File: src/verilog/rv_branch_cfg.svh
`ifndef RV_BRANCH_CFG_SVH
`define RV_BRANCH_CFG_SVH

// Width of data words, pc and branch target
`define RV_XLEN 32

// Architectural register count, x0 included
`define RV_NREGS 32

`endif

File: src/verilog/rv_isa_pkg.sv
`include "rv_branch_cfg.svh"

package rv_isa_pkg;

  ////////////////////////////////////////
  // Basic field types
  ////////////////////////////////////////

  // Register index, 5 bits for 32 registers
  typedef logic [4:0] reg_idx_t;

  // Data word as seen by the register file and bypass paths
  typedef logic [`RV_XLEN-1:0] word_t;

  // Major opcode field
  typedef logic [6:0] opcode_t;

  // Conditional branch major opcode
  localparam opcode_t OPC_BRANCH = 7'b1100011;

  ////////////////////////////////////////
  // B-type encoding
  ////////////////////////////////////////

  // Branch condition in funct3
  typedef enum logic [2:0] {
    F3_BEQ  = 3'b000,
    F3_BNE  = 3'b001,
    F3_BLT  = 3'b100,
    F3_BGE  = 3'b101,
    F3_BLTU = 3'b110,
    F3_BGEU = 3'b111
  } br_funct3_e;

  // B-type instruction word, msb first
  typedef struct packed {
    logic       imm12;
    logic [5:0] imm10_5;
    reg_idx_t   rs2;
    reg_idx_t   rs1;
    logic [2:0] funct3;
    logic [3:0] imm4_1;
    logic       imm11;
    opcode_t    opcode;
  } b_instr_t;

endpackage

File: src/verilog/rv_pipe_pkg.sv
package rv_pipe_pkg;

  import rv_isa_pkg::*;

  ////////////////////////////////////////
  // Stage payloads
  ////////////////////////////////////////

  // IF/ID entry as latched from fetch
  typedef struct packed {
    logic        valid;
    logic [31:0] instr;
    word_t       pc;
  } if_id_t;

  // Redirect sent back to fetch
  typedef struct packed {
    logic  valid;
    logic  taken;
    word_t target;
  } redirect_t;

  ////////////////////////////////////////
  // Operand source select
  ////////////////////////////////////////

  // EX/MEM bypass, MEM/WB bypass or register file
  typedef enum logic [1:0] {
    FWD_EX = 2'b00,
    FWD_WB = 2'b01,
    FWD_RF = 2'b11
  } fwd_sel_e;

endpackage

File: src/verilog/ex_mem_if.sv
interface ex_mem_if;

  import rv_isa_pkg::*;

  // Results of the three execution units
  word_t    alures;
  word_t    divres;
  word_t    mulres;
  // Multicycle units flag a finished result
  logic     div_ready;
  logic     mul_ready;
  // Control of the instruction now in EX/MEM
  logic     regwrite;
  logic     memread;
  reg_idx_t rd;

  // Destination and control for the load-use check
  modport hazard (input rd, regwrite, memread);

  // Result values for the bypass mux
  modport forward (input alures, divres, mulres, div_ready, mul_ready);

  // Driver side at the top level
  modport source (output alures, divres, mulres, div_ready, mul_ready,
                  regwrite, memread, rd);

endinterface

File: src/verilog/pipe_reg.sv
module pipe_reg #(
  parameter type payload_t = logic
) (
  input  logic     clk,
  input  logic     arst_n,
  input  logic     hold,
  input  payload_t d,
  output payload_t q
);

  ////////////////////////////////////////
  // Stage register
  ////////////////////////////////////////

  // Whole payload clears on reset
  // Valid bit low after reset
  always_ff @(posedge clk or negedge arst_n) begin
    if (!arst_n) begin
      q <= '0;
    end else if (!hold) begin
      // Advance with the pipeline
      q <= d;
    end
    // Hold keeps the entry for a stalled stage
  end

endmodule

File: src/verilog/reg_file.sv
`include "rv_branch_cfg.svh"

module reg_file (
  input  logic                clk,
  input  logic                arst_n,
  input  logic                wr_en,
  input  rv_isa_pkg::reg_idx_t wr_idx,
  input  rv_isa_pkg::word_t    wr_data,
  input  rv_isa_pkg::reg_idx_t rd_idx_a,
  input  rv_isa_pkg::reg_idx_t rd_idx_b,
  output rv_isa_pkg::word_t    rd_data_a,
  output rv_isa_pkg::word_t    rd_data_b
);

  import rv_isa_pkg::*;

  // Architectural registers
  word_t regs [`RV_NREGS];

  ////////////////////////////////////////
  // Write port
  ////////////////////////////////////////

  // Written from MEM/WB at the clock edge
  // x0 never written
  always_ff @(posedge clk or negedge arst_n) begin
    if (!arst_n) begin
      for (int i = 0; i < `RV_NREGS; i++) begin
        regs[i] <= '0;
      end
    end else if (wr_en && (wr_idx != '0)) begin
      regs[wr_idx] <= wr_data;
    end
  end

  ////////////////////////////////////////
  // Read ports
  ////////////////////////////////////////

  // Combinational reads, x0 reads as zero
  // Same-cycle write is not bypassed here
  assign rd_data_a = (rd_idx_a == '0) ? '0 : regs[rd_idx_a];
  assign rd_data_b = (rd_idx_b == '0) ? '0 : regs[rd_idx_b];

endmodule

File: src/verilog/branch_hazard_detect.sv
module branch_hazard_detect (
  ex_mem_if.hazard             ex,
  input  rv_isa_pkg::reg_idx_t wb_rd,
  input  logic                 id_valid,
  input  rv_isa_pkg::opcode_t  opcode,
  input  rv_isa_pkg::reg_idx_t rs1_idx,
  input  rv_isa_pkg::reg_idx_t rs2_idx,
  output logic                 is_branch,
  output logic                 hit_ex1,
  output logic                 hit_ex2,
  output logic                 hit_wb1,
  output logic                 hit_wb2,
  output logic                 stall
);

  import rv_isa_pkg::*;

  ////////////////////////////////////////
  // Decode
  ////////////////////////////////////////

  // Conditional branch in IF/ID
  // Shared with bypass and compare logic
  assign is_branch = (opcode == OPC_BRANCH);

  ////////////////////////////////////////
  // Index matches
  ////////////////////////////////////////

  // Source against EX/MEM destination
  // x0 is constant so it never matches
  assign hit_ex1 = (rs1_idx != '0) && (rs1_idx == ex.rd);
  assign hit_ex2 = (rs2_idx != '0) && (rs2_idx == ex.rd);

  // Source against MEM/WB destination
  assign hit_wb1 = (rs1_idx != '0) && (rs1_idx == wb_rd);
  assign hit_wb2 = (rs2_idx != '0) && (rs2_idx == wb_rd);

  ////////////////////////////////////////
  // Load-use stall
  ////////////////////////////////////////

  // Load data is not out of memory yet
  // Branch waits in IF/ID until the load leaves EX/MEM
  assign stall = id_valid && is_branch &&
                 ex.regwrite && ex.memread &&
                 (hit_ex1 || hit_ex2);

endmodule

File: src/verilog/branch_forward.sv
module branch_forward (
  ex_mem_if.forward         ex,
  input  rv_isa_pkg::word_t wb_data,
  input  logic              ex_regwrite,
  input  logic              ex_memread,
  input  logic              wb_regwrite,
  input  logic              hit_ex1,
  input  logic              hit_ex2,
  input  logic              hit_wb1,
  input  logic              hit_wb2,
  input  rv_isa_pkg::word_t rs1,
  input  rv_isa_pkg::word_t rs2,
  output rv_isa_pkg::word_t rs1_mod,
  output rv_isa_pkg::word_t rs2_mod
);

  import rv_isa_pkg::*;
  import rv_pipe_pkg::*;

  word_t    exres;
  fwd_sel_e sel1;
  fwd_sel_e sel2;

  ////////////////////////////////////////
  // Source select
  ////////////////////////////////////////

  // EX/MEM wins over MEM/WB, the newer value
  // A load in EX/MEM has no data yet, stall covers it
  assign sel1 = (hit_ex1 && ex_regwrite && !ex_memread) ? FWD_EX :
                (hit_wb1 && wb_regwrite)                ? FWD_WB : FWD_RF;
  assign sel2 = (hit_ex2 && ex_regwrite && !ex_memread) ? FWD_EX :
                (hit_wb2 && wb_regwrite)                ? FWD_WB : FWD_RF;

  ////////////////////////////////////////
  // EX result
  ////////////////////////////////////////

  // Divider or multiplier only when it alone is ready
  // Both or neither falls back to the ALU
  always_comb begin
    case ({ex.div_ready, ex.mul_ready})
      2'b10:   exres = ex.divres;
      2'b01:   exres = ex.mulres;
      default: exres = ex.alures;
    endcase
  end

  ////////////////////////////////////////
  // Operand muxes
  ////////////////////////////////////////

  // rs1 operand
  always_comb begin
    case (sel1)
      FWD_EX:  rs1_mod = exres;
      FWD_WB:  rs1_mod = wb_data;
      default: rs1_mod = rs1;
    endcase
  end

  // rs2 operand
  always_comb begin
    case (sel2)
      FWD_EX:  rs2_mod = exres;
      FWD_WB:  rs2_mod = wb_data;
      default: rs2_mod = rs2;
    endcase
  end

endmodule

File: src/verilog/branch_compare.sv
`include "rv_branch_cfg.svh"

module branch_compare (
  input  rv_pipe_pkg::if_id_t    id,
  input  logic                   is_branch,
  input  logic                   stall,
  input  rv_isa_pkg::word_t      rs1_val,
  input  rv_isa_pkg::word_t      rs2_val,
  output rv_pipe_pkg::redirect_t redirect
);

  import rv_isa_pkg::*;
  import rv_pipe_pkg::*;

  b_instr_t   b;
  br_funct3_e funct3;
  word_t      imm;
  logic       eq;
  logic       lt_s;
  logic       lt_u;
  logic       taken;

  ////////////////////////////////////////
  // Fields
  ////////////////////////////////////////

  assign b      = b_instr_t'(id.instr);
  assign funct3 = br_funct3_e'(b.funct3);

  // B-immediate, even offset, sign extended
  assign imm = {{(`RV_XLEN-13){b.imm12}}, b.imm12, b.imm11,
                b.imm10_5, b.imm4_1, 1'b0};

  ////////////////////////////////////////
  // Condition
  ////////////////////////////////////////

  // Three basic relations cover all six branches
  assign eq   = (rs1_val == rs2_val);
  assign lt_s = ($signed(rs1_val) < $signed(rs2_val));
  assign lt_u = (rs1_val < rs2_val);

  always_comb begin
    case (funct3)
      F3_BEQ:  taken = eq;
      F3_BNE:  taken = !eq;
      F3_BLT:  taken = lt_s;
      F3_BGE:  taken = !lt_s;
      F3_BLTU: taken = lt_u;
      F3_BGEU: taken = !lt_u;
      // Reserved funct3 never redirects
      default: taken = 1'b0;
    endcase
  end

  ////////////////////////////////////////
  // Redirect
  ////////////////////////////////////////

  // Only a branch that leaves IF/ID this cycle
  assign redirect.valid  = id.valid && is_branch && !stall;
  assign redirect.taken  = taken;
  // Target relative to the branch's own pc
  assign redirect.target = id.pc + imm;

endmodule

File: src/verilog/branch_unit_top.sv
module branch_unit_top (
  input  logic                 clk,
  input  logic                 arst_n,
  input  logic                 in_valid,
  input  logic [31:0]          instr,
  input  rv_isa_pkg::word_t    pc,
  input  rv_isa_pkg::word_t    ex_alures,
  input  rv_isa_pkg::word_t    ex_divres,
  input  rv_isa_pkg::word_t    ex_mulres,
  input  logic                 ex_div_ready,
  input  logic                 ex_mul_ready,
  input  logic                 ex_regwrite,
  input  logic                 ex_memread,
  input  rv_isa_pkg::reg_idx_t ex_rd,
  input  logic                 wb_regwrite,
  input  rv_isa_pkg::reg_idx_t wb_rd,
  input  rv_isa_pkg::word_t    wb_data,
  output logic                 stall,
  output logic                 br_valid,
  output logic                 br_taken,
  output rv_isa_pkg::word_t    br_target
);

  import rv_isa_pkg::*;
  import rv_pipe_pkg::*;

  if_id_t    id_d;
  if_id_t    id_q;
  redirect_t redir_d;
  redirect_t redir_q;
  b_instr_t  id_b;
  word_t     rs1_rf;
  word_t     rs2_rf;
  word_t     rs1_val;
  word_t     rs2_val;
  logic      is_branch;
  logic      hit_ex1;
  logic      hit_ex2;
  logic      hit_wb1;
  logic      hit_wb2;

  ////////////////////////////////////////
  // EX/MEM bus
  ////////////////////////////////////////

  ex_mem_if ex_bus ();

  assign ex_bus.alures    = ex_alures;
  assign ex_bus.divres    = ex_divres;
  assign ex_bus.mulres    = ex_mulres;
  assign ex_bus.div_ready = ex_div_ready;
  assign ex_bus.mul_ready = ex_mul_ready;
  assign ex_bus.regwrite  = ex_regwrite;
  assign ex_bus.memread   = ex_memread;
  assign ex_bus.rd        = ex_rd;

  ////////////////////////////////////////
  // IF/ID
  ////////////////////////////////////////

  // Held while stalled, new input dropped meanwhile
  assign id_d = '{valid: in_valid, instr: instr, pc: pc};

  pipe_reg #(.payload_t(if_id_t)) u_if_id (
    .clk    (clk),
    .arst_n (arst_n),
    .hold   (stall),
    .d      (id_d),
    .q      (id_q)
  );

  assign id_b = b_instr_t'(id_q.instr);

  ////////////////////////////////////////
  // Operands
  ////////////////////////////////////////

  reg_file u_reg_file (
    .clk       (clk),
    .arst_n    (arst_n),
    .wr_en     (wb_regwrite),
    .wr_idx    (wb_rd),
    .wr_data   (wb_data),
    .rd_idx_a  (id_b.rs1),
    .rd_idx_b  (id_b.rs2),
    .rd_data_a (rs1_rf),
    .rd_data_b (rs2_rf)
  );

  branch_hazard_detect u_hazard (
    .ex        (ex_bus.hazard),
    .wb_rd     (wb_rd),
    .id_valid  (id_q.valid),
    .opcode    (id_b.opcode),
    .rs1_idx   (id_b.rs1),
    .rs2_idx   (id_b.rs2),
    .is_branch (is_branch),
    .hit_ex1   (hit_ex1),
    .hit_ex2   (hit_ex2),
    .hit_wb1   (hit_wb1),
    .hit_wb2   (hit_wb2),
    .stall     (stall)
  );

  branch_forward u_forward (
    .ex          (ex_bus.forward),
    .wb_data     (wb_data),
    .ex_regwrite (ex_regwrite),
    .ex_memread  (ex_memread),
    .wb_regwrite (wb_regwrite),
    .hit_ex1     (hit_ex1),
    .hit_ex2     (hit_ex2),
    .hit_wb1     (hit_wb1),
    .hit_wb2     (hit_wb2),
    .rs1         (rs1_rf),
    .rs2         (rs2_rf),
    .rs1_mod     (rs1_val),
    .rs2_mod     (rs2_val)
  );

  ////////////////////////////////////////
  // Resolve and register
  ////////////////////////////////////////

  branch_compare u_compare (
    .id        (id_q),
    .is_branch (is_branch),
    .stall     (stall),
    .rs1_val   (rs1_val),
    .rs2_val   (rs2_val),
    .redirect  (redir_d)
  );

  // Loads every cycle, invalid entry while stalled
  pipe_reg #(.payload_t(redirect_t)) u_redirect (
    .clk    (clk),
    .arst_n (arst_n),
    .hold   (1'b0),
    .d      (redir_d),
    .q      (redir_q)
  );

  assign br_valid  = redir_q.valid;
  assign br_taken  = redir_q.taken;
  assign br_target = redir_q.target;

endmodule

File: config.mk
export PLATFORM = sky130hd
export DESIGN_NAME = branch_unit_top
export DESIGN_NICKNAME = d
export VERILOG_FILES = /design/src/verilog/rv_isa_pkg.sv /design/src/verilog/rv_pipe_pkg.sv /design/src/verilog/ex_mem_if.sv /design/src/verilog/pipe_reg.sv /design/src/verilog/reg_file.sv /design/src/verilog/branch_hazard_detect.sv /design/src/verilog/branch_forward.sv /design/src/verilog/branch_compare.sv /design/src/verilog/branch_unit_top.sv
export VERILOG_INCLUDE_DIRS = /design/src /design/src/verilog
export SDC_FILE = /design/constraint.sdc
export NUM_CORES = 2
export LEC_CHECK = 0
export BUFFER_PORTS_ARGS = -buffer_cell sky130_fd_sc_hd__buf_4
export CAP_MARGIN = 30
export CORE_AREA = 2 2 310 312
export DETAILED_ROUTE_END_ITERATION = 16
export DIE_AREA = 0 0 312 314
export GPL_ROUTABILITY_DRIVEN = 1
export GPL_TIMING_DRIVEN = 0
export PLACE_DENSITY = 0.83
export SLEW_MARGIN = 10
export SYNTH_ARGS = -nofsm -noshare
export SYNTH_HDL_FRONTEND = slang
export SYNTH_SLANG_ARGS = --single-unit
File: constraint.sdc
create_clock -name clk -period 11 [get_ports clk]
set_input_delay 1.65 -clock clk [delete_from_list [all_inputs] [get_ports clk]]
set_output_delay 1.65 -clock clk [all_outputs]
set_load 0.02 [all_outputs]
# --- Word-level counts from Yosys, hierarchy flattened ---
# Index checks and enable logic that the tools add are counted.
# W data, S select, Z words.
word_totals:
  input_bits: 210
  out_inout_bits: 35
  latch_bits: 0
  romBits: 0
  ff_bits: 1123
  ramBits: 0
  memories: 0
classes:
  shifts: 0
  mul: 0
  bitwise_logic: 3
  eq_ne: 15
  n_div: 0
  addsub: 1
  order_cmp: 6
  n_reduce_logical: 31
  mux: 19
op_table:
  columns: ["operator", "n"]
  rows:
  - ["$bwmux W1024", 1]
  - ["$bmux W32 S5", 2]
  - ["$mux W32", 7]
  - ["$pmux W32 S2", 3]
  - ["$demux W32 S5", 1]
  - ["$lt A32 B32 Y1", 2]
  - ["$add A32 B32 Y32", 1]
  - ["$eq A32 B32 Y1", 1]
  - ["$eq A5 B5 Y1", 4]
  - ["$ge A6 B6 Y1 const B", 3]
  - ["$not A5 Y6", 3]
  - ["$logic_and A1 B1 Y1", 17]
  - ["$reduce_bool A5 Y1", 3]
  - ["$eq A3 B3 Y1 const B", 4]
  - ["$logic_not A5 Y1", 2]
  - ["$mux W2", 4]
  - ["$eq A7 B7 Y1 const B", 1]
  - ["$eq A2 B1 Y1 const B", 3]
  - ["$lt A6 B1 Y1 const B", 1]
  - ["$pmux W1 S6", 1]
  - ["$logic_not A1 Y1", 5]
  - ["$logic_not A2 Y1", 2]
  - ["$eq A3 B1 Y1 const B", 1]
  - ["$logic_not A3 Y1", 1]
  - ["2 further kinds", 2]

# --- Logic depth before layout (Yosys ltp) ---
depth:
  word_depth: 10
  mapped_depth: 20
  ltp_nobuf: 16

# --- Hierarchy ---
# Synthesis repeated with hierarchy kept, for this count alone.
hier_totals:
  hier_cells: 4459
  area_unflattened_um2: 63214.4
modules_own_cells:
  columns: ["module", "instances", "area_each_um2", "seq_area_each_um2", "cells_per_inst"]
  rows:
  - ["reg_file", 1, 54369.6, 25624.6, 3621]
  - ["pipe_reg (u_if_id)", 1, 2618.8, 1626.6, 137]
  - ["branch_compare", 1, 2482.4, 0.0, 354]
  - ["branch_forward", 1, 2043.2, 0.0, 238]
  - ["pipe_reg (u_redirect)", 1, 1417.6, 850.8, 72]
  - ["branch_hazard_detect", 1, 279.0, 0.0, 36]
  - ["branch_unit_top", 1, 3.8, 0.0, 1]

# --- Worst setup path after synthesis ---
# OpenSTA, ideal clock, no wires.
synth_timing:
  path_kind: "in2reg"
  from: "in wb_rd[2]"
  to: "reg u_redirect.q[32] in the netlist's numbering"
  t_arrival_ps: 4640
  n_path_buf: 2
  stages: 17
  slack_ps: 6237
  path_cell_list: "clkbuf_1 > xnor2_1 > nand4_1 > nor4_1 > nor2_1 > clkbuf_1 > a221oi_1 > a21oi_1 > ha_1 > a21o_1 > a21o_1 > a21oi_1 > o21ai_0 > a21oi_1 > o221ai_1 > xnor2_1 > a21oi_1"
synth_lines:
  columns: ["item", "line_no", "text"]
  rows:
  - ["start: declaration", "branch_unit_top.sv:16", "input rv_isa_pkg::reg_idx_t wb_rd,"]
  - ["end signal: assignment", "pipe_reg.sv:19", "q <= '0;"]
  - ["end signal: assignment", "pipe_reg.sv:22", "q <= d;"]
  - ["end: declaration", "pipe_reg.sv:8", "output payload_t q"]

==> results.py <==
metrics = {
    "worst_setup_path": {
        "critPathCaptureType": "flop",
        "reg2reg_to": "u_redirect.q[32]",
        "r2r-start": "u_if_id.q[53]",
        "cp.required_ps": 11560,
        "worstPathArrival_ps": 7550,
        "reg2reg_depth": 19,
        "rrSetupSlack_ps": 4010,
        "crit_fanout": 10,
        "start_kind": "flop",
        "crit_type": "reg -> reg",
    },
    "timing": {
        "tightestPinTransition_ps": 1250,
        "rsz0062_at_grt": "false",
        "drv_slew": 0,
        "tns_ps": 0,
        "slew_headroom": 0.1666,
        "final-hold-violation-count": 0,
        "finalClockSkew_ps": 14.60,
        "finalSetupViolCount": 0,
        "fmax_mhz": 143.0,
        "timing.final.crit_period_ps": 6994,
        "fin_ws_ps": 4006,
        "fin_crit_sh": 0.6358,
    },
    "global_routing": {
        "grtUsageTotal": 0.4386,
        "antenna_found_initial": 7,
        "grt_first_pass_wirelength_microns": 304700,
        "gr-total-overflow": 0,
        "grt_start_max_net_pins": 159,
        "grt_pass1_vias": 45392,
    },
    "floorplan": {
        "ios": 245,
        "die_area_sq_um": 97970,
        "die_y_microns": 314,
        "fp-row-count": 113,
        "die_w_microns": 312,
        "initial_utilization": 0.6486,
        "core_area_sq_um": 94450,
    },
    "clock_tree": {
        "cts_setup_buffers": 0,
        "clkSinkCount": 1123,
        "path_clk_slew_ps": 60,
        "cts_buffers": 117,
        "cts_tree": "done",
        "ctsResizeCount": 0,
        "clockBufferDepth": 3,
        "cts-htree-levels": 3,
        "postCtsHoldBufs": 0,
        "clock_latency_ps": 730,
        "ctsRootBufferMaster": "clkbuf_16",
    },
    "detailed_routing": {
        "drc": 0,
        "routed_wl_microns": 212000,
        "drt-initial-drc-count": 6778,
        "wl_per_cell_microns": 35.95,
        "num_vias": 44184,
        "ant_nets": 0,
        "drt_pass1_iterations": 7,
        "vias_per_cell": 7.493,
    },
    "synthesis": {
        "ys_ff_latch": 1123,
        "synth.distinct_cells": 49,
        "syn_avg_cell_area_sq_um": 15.14,
        "synth-seq-area-share": 0.4587,
        "synth-edff-count": 0,
        "yosysWarnings": 0,
        "syn_inst": 4047,
        "netlist_area_sq_um": 61260,
        "synth.net_count": 4322,
        "synth_flop_cell": "dfrtp_1",
        "synthArstFlopShare": 1.000,
    },
    "placement": {
        "pre_cts_ws_ps": 4102,
        "dp_hpwl_microns": 150700,
        "place_congestion": 0.9820,
        "dpl-instance-area_sq_um": 66180,
        "dpl.cell_count": 5654,
        "io_buffers": 239,
    },
    "layout": {
        "fillCellCount": 5642,
        "area_growth_pct": 15.09,
        "layout.cells.non_filler": 5897,
        "finalInstanceArea_sq_um": 70500,
        "nNetsFinal": 4802,
        "drive_gt1_frac": 0.5090,
    },
    "worst_hold_path": {
        "hold_path.class": "reg -> reg",
        "min_to": "u_redirect.q[0]",
        "min_path_cells": 0,
        "hold_start": "u_if_id.q[0]",
    },
    "power": {
        "ir_drop_mv": 0.1408,
        "power-per-cell-area_nw_per_um2": 180.0,
        "p_leak_uw": 0.03064,
    },
    "outcome": {
        "status": "complete, no violations",
    },
    "run": {
        "maxCapViolCount": 0,
    },
}
-- through the flow --
| stage | total power, uW | hold WS (ps) | util |
|---|---|---|---|
| after floorplan | 7399 | 353.5 | - |
| after global placement | 8180 | 361.3 | 0.6844 |
| after detailed placement | 8391 | 367.2 | 0.7007 |
| after CTS | 12560 | 385.2 | 0.7437 |
| after global routing | 13040 | 399.9 | 0.7463 |
| final | 12690 | 385.9 | 0.7465 |
-- registers in the layout (all words and copies together), names as in the netlist --
signal           flops
u_redirect.q        34
u_if_id.q           65
u_reg_file.regs   1024
-- cell usage after synthesis (all sizes together), types with 5 or more instances --
library cell  count  area share
buf             143       0.011
xor2             22      0.0031
a22oi            32      0.0039
ha               64       0.013
xnor2            26      0.0037
o21a              6     0.00074
and3              5     0.00051
nor2b            10      0.0010
a221oi           66       0.011
mux2           1056        0.19
nor3              5     0.00041
nor4              7     0.00082
nand4            11      0.0011
a21oi           110      0.0090
mux4            640        0.24
nor2             74      0.0045
nand2b           13      0.0013
o21ai            23      0.0019
dfrtp          1123        0.46
clkbuf          294       0.018
nor3b             5     0.00061
nand3            10     0.00082
nand2           194       0.012
inv              12     0.00074
a21o             56      0.0069
-- critical path, cell delays in order, from the launching register on --
cell and delay, ps:
dfrtp_1 330, buf_2 380, clkbuf_1 810, xor2_1 260
nor4_2 130, buf_4 210, nor2_1 840, clkbuf_1 790
a221oi_1 180, a21oi_1 510, ha_1 270, nor2b_1 50
o21ai_0 170, nand2b_1 100, a21oi_1 180, o21ai_0 210
a21oi_1 500, o221ai_1 240, xnor2_1 170, a21oi_1 470
-- worst max-delay path by stage --
stage | start | endpoint | depth (start not counted)
finish | u_if_id.q[53] | u_redirect.q[32] | 19
global route | wb_rd[2] | u_redirect.q[32] | 19
CTS | u_if_id.q[48] | u_redirect.q[32] | 18
detailed placement | wb_rd[2] | u_redirect.q[32] | 19
global placement | arst_n | u_reg_file.regs[16] | 1
floorplan | wb_rd[2] | u_redirect.q[32] | 17
-- area by class of cell --
class	instances	area, sq um	share of cell area
multi-input cells	2475	31310	0.4441
flip-flops and latches	1123	28100	0.3986
repair buffers	361	3567	0.05060
clock buffers	165	3400	0.04822
plain buffers	437	1817	0.02577
well taps	1265	1583	0.02245
clock inverters	52	659.4	0.009353
inverters	12	45.04	0.0006389
diodes	7	17.52	0.0002485
-- cells in the final DEF (no fill, tap or decap), types with 12 or more instances in the layout --
cell type	synthesis	routed
dfrtp_1	1123	1123
a221oi_2	16	16
a21o_1	56	56
buf_8	0	64
clkbuf_8	0	27
buf_4	18	258
mux2_2	1056	1056
nand2_1	194	194
mux4_2	640	640
inv_1	12	12
nand2b_1	13	13
buf_6	6	53
buf_1	75	73
ha_1	64	64
xnor2_1	26	26
bufinv_16	0	13
xor2_1	22	22
a21oi_1	110	110
clkinv_2	0	19
clkbuf_16	0	118
a22oi_1	32	32
buf_2	44	46
nor2_1	74	74
a221oi_1	50	50
clkbuf_1	294	309
o21ai_0	23	23
-- routing by layer --
metal / track usage / wire length (microns)
met5: 0.03191 / 496
met4: 0.2984 / 18010
met3: 0.1933 / 30440
met2: 0.6251 / 91310
met1: 0.5411 / 71780
-- power by group --
part | switching (uW) | internal [uW]
sequential | 568 | 4880
clock | 1770 | 2460
combinational | 1280 | 1740
total | 3610 | 9080
-- logic make-up after synthesis --
| kind of cell | after synthesis | share of synthesized area |
|---|---|---|
| multiplexers | 1696 | 0.4294 |
| adder cells (fa/ha/maj) | 65 | 0.01340 |
| buffers and inverters | 449 | 0.03025 |
| flip-flops | 1123 | 0.4587 |
| AO/OA/AOI/OAI | 312 | 0.03593 |
| AND/OR/NAND/NOR | 354 | 0.02543 |
| XOR/XNOR | 48 | 0.006863 |
Note: power is estimated with default switching activity, not from simulation.
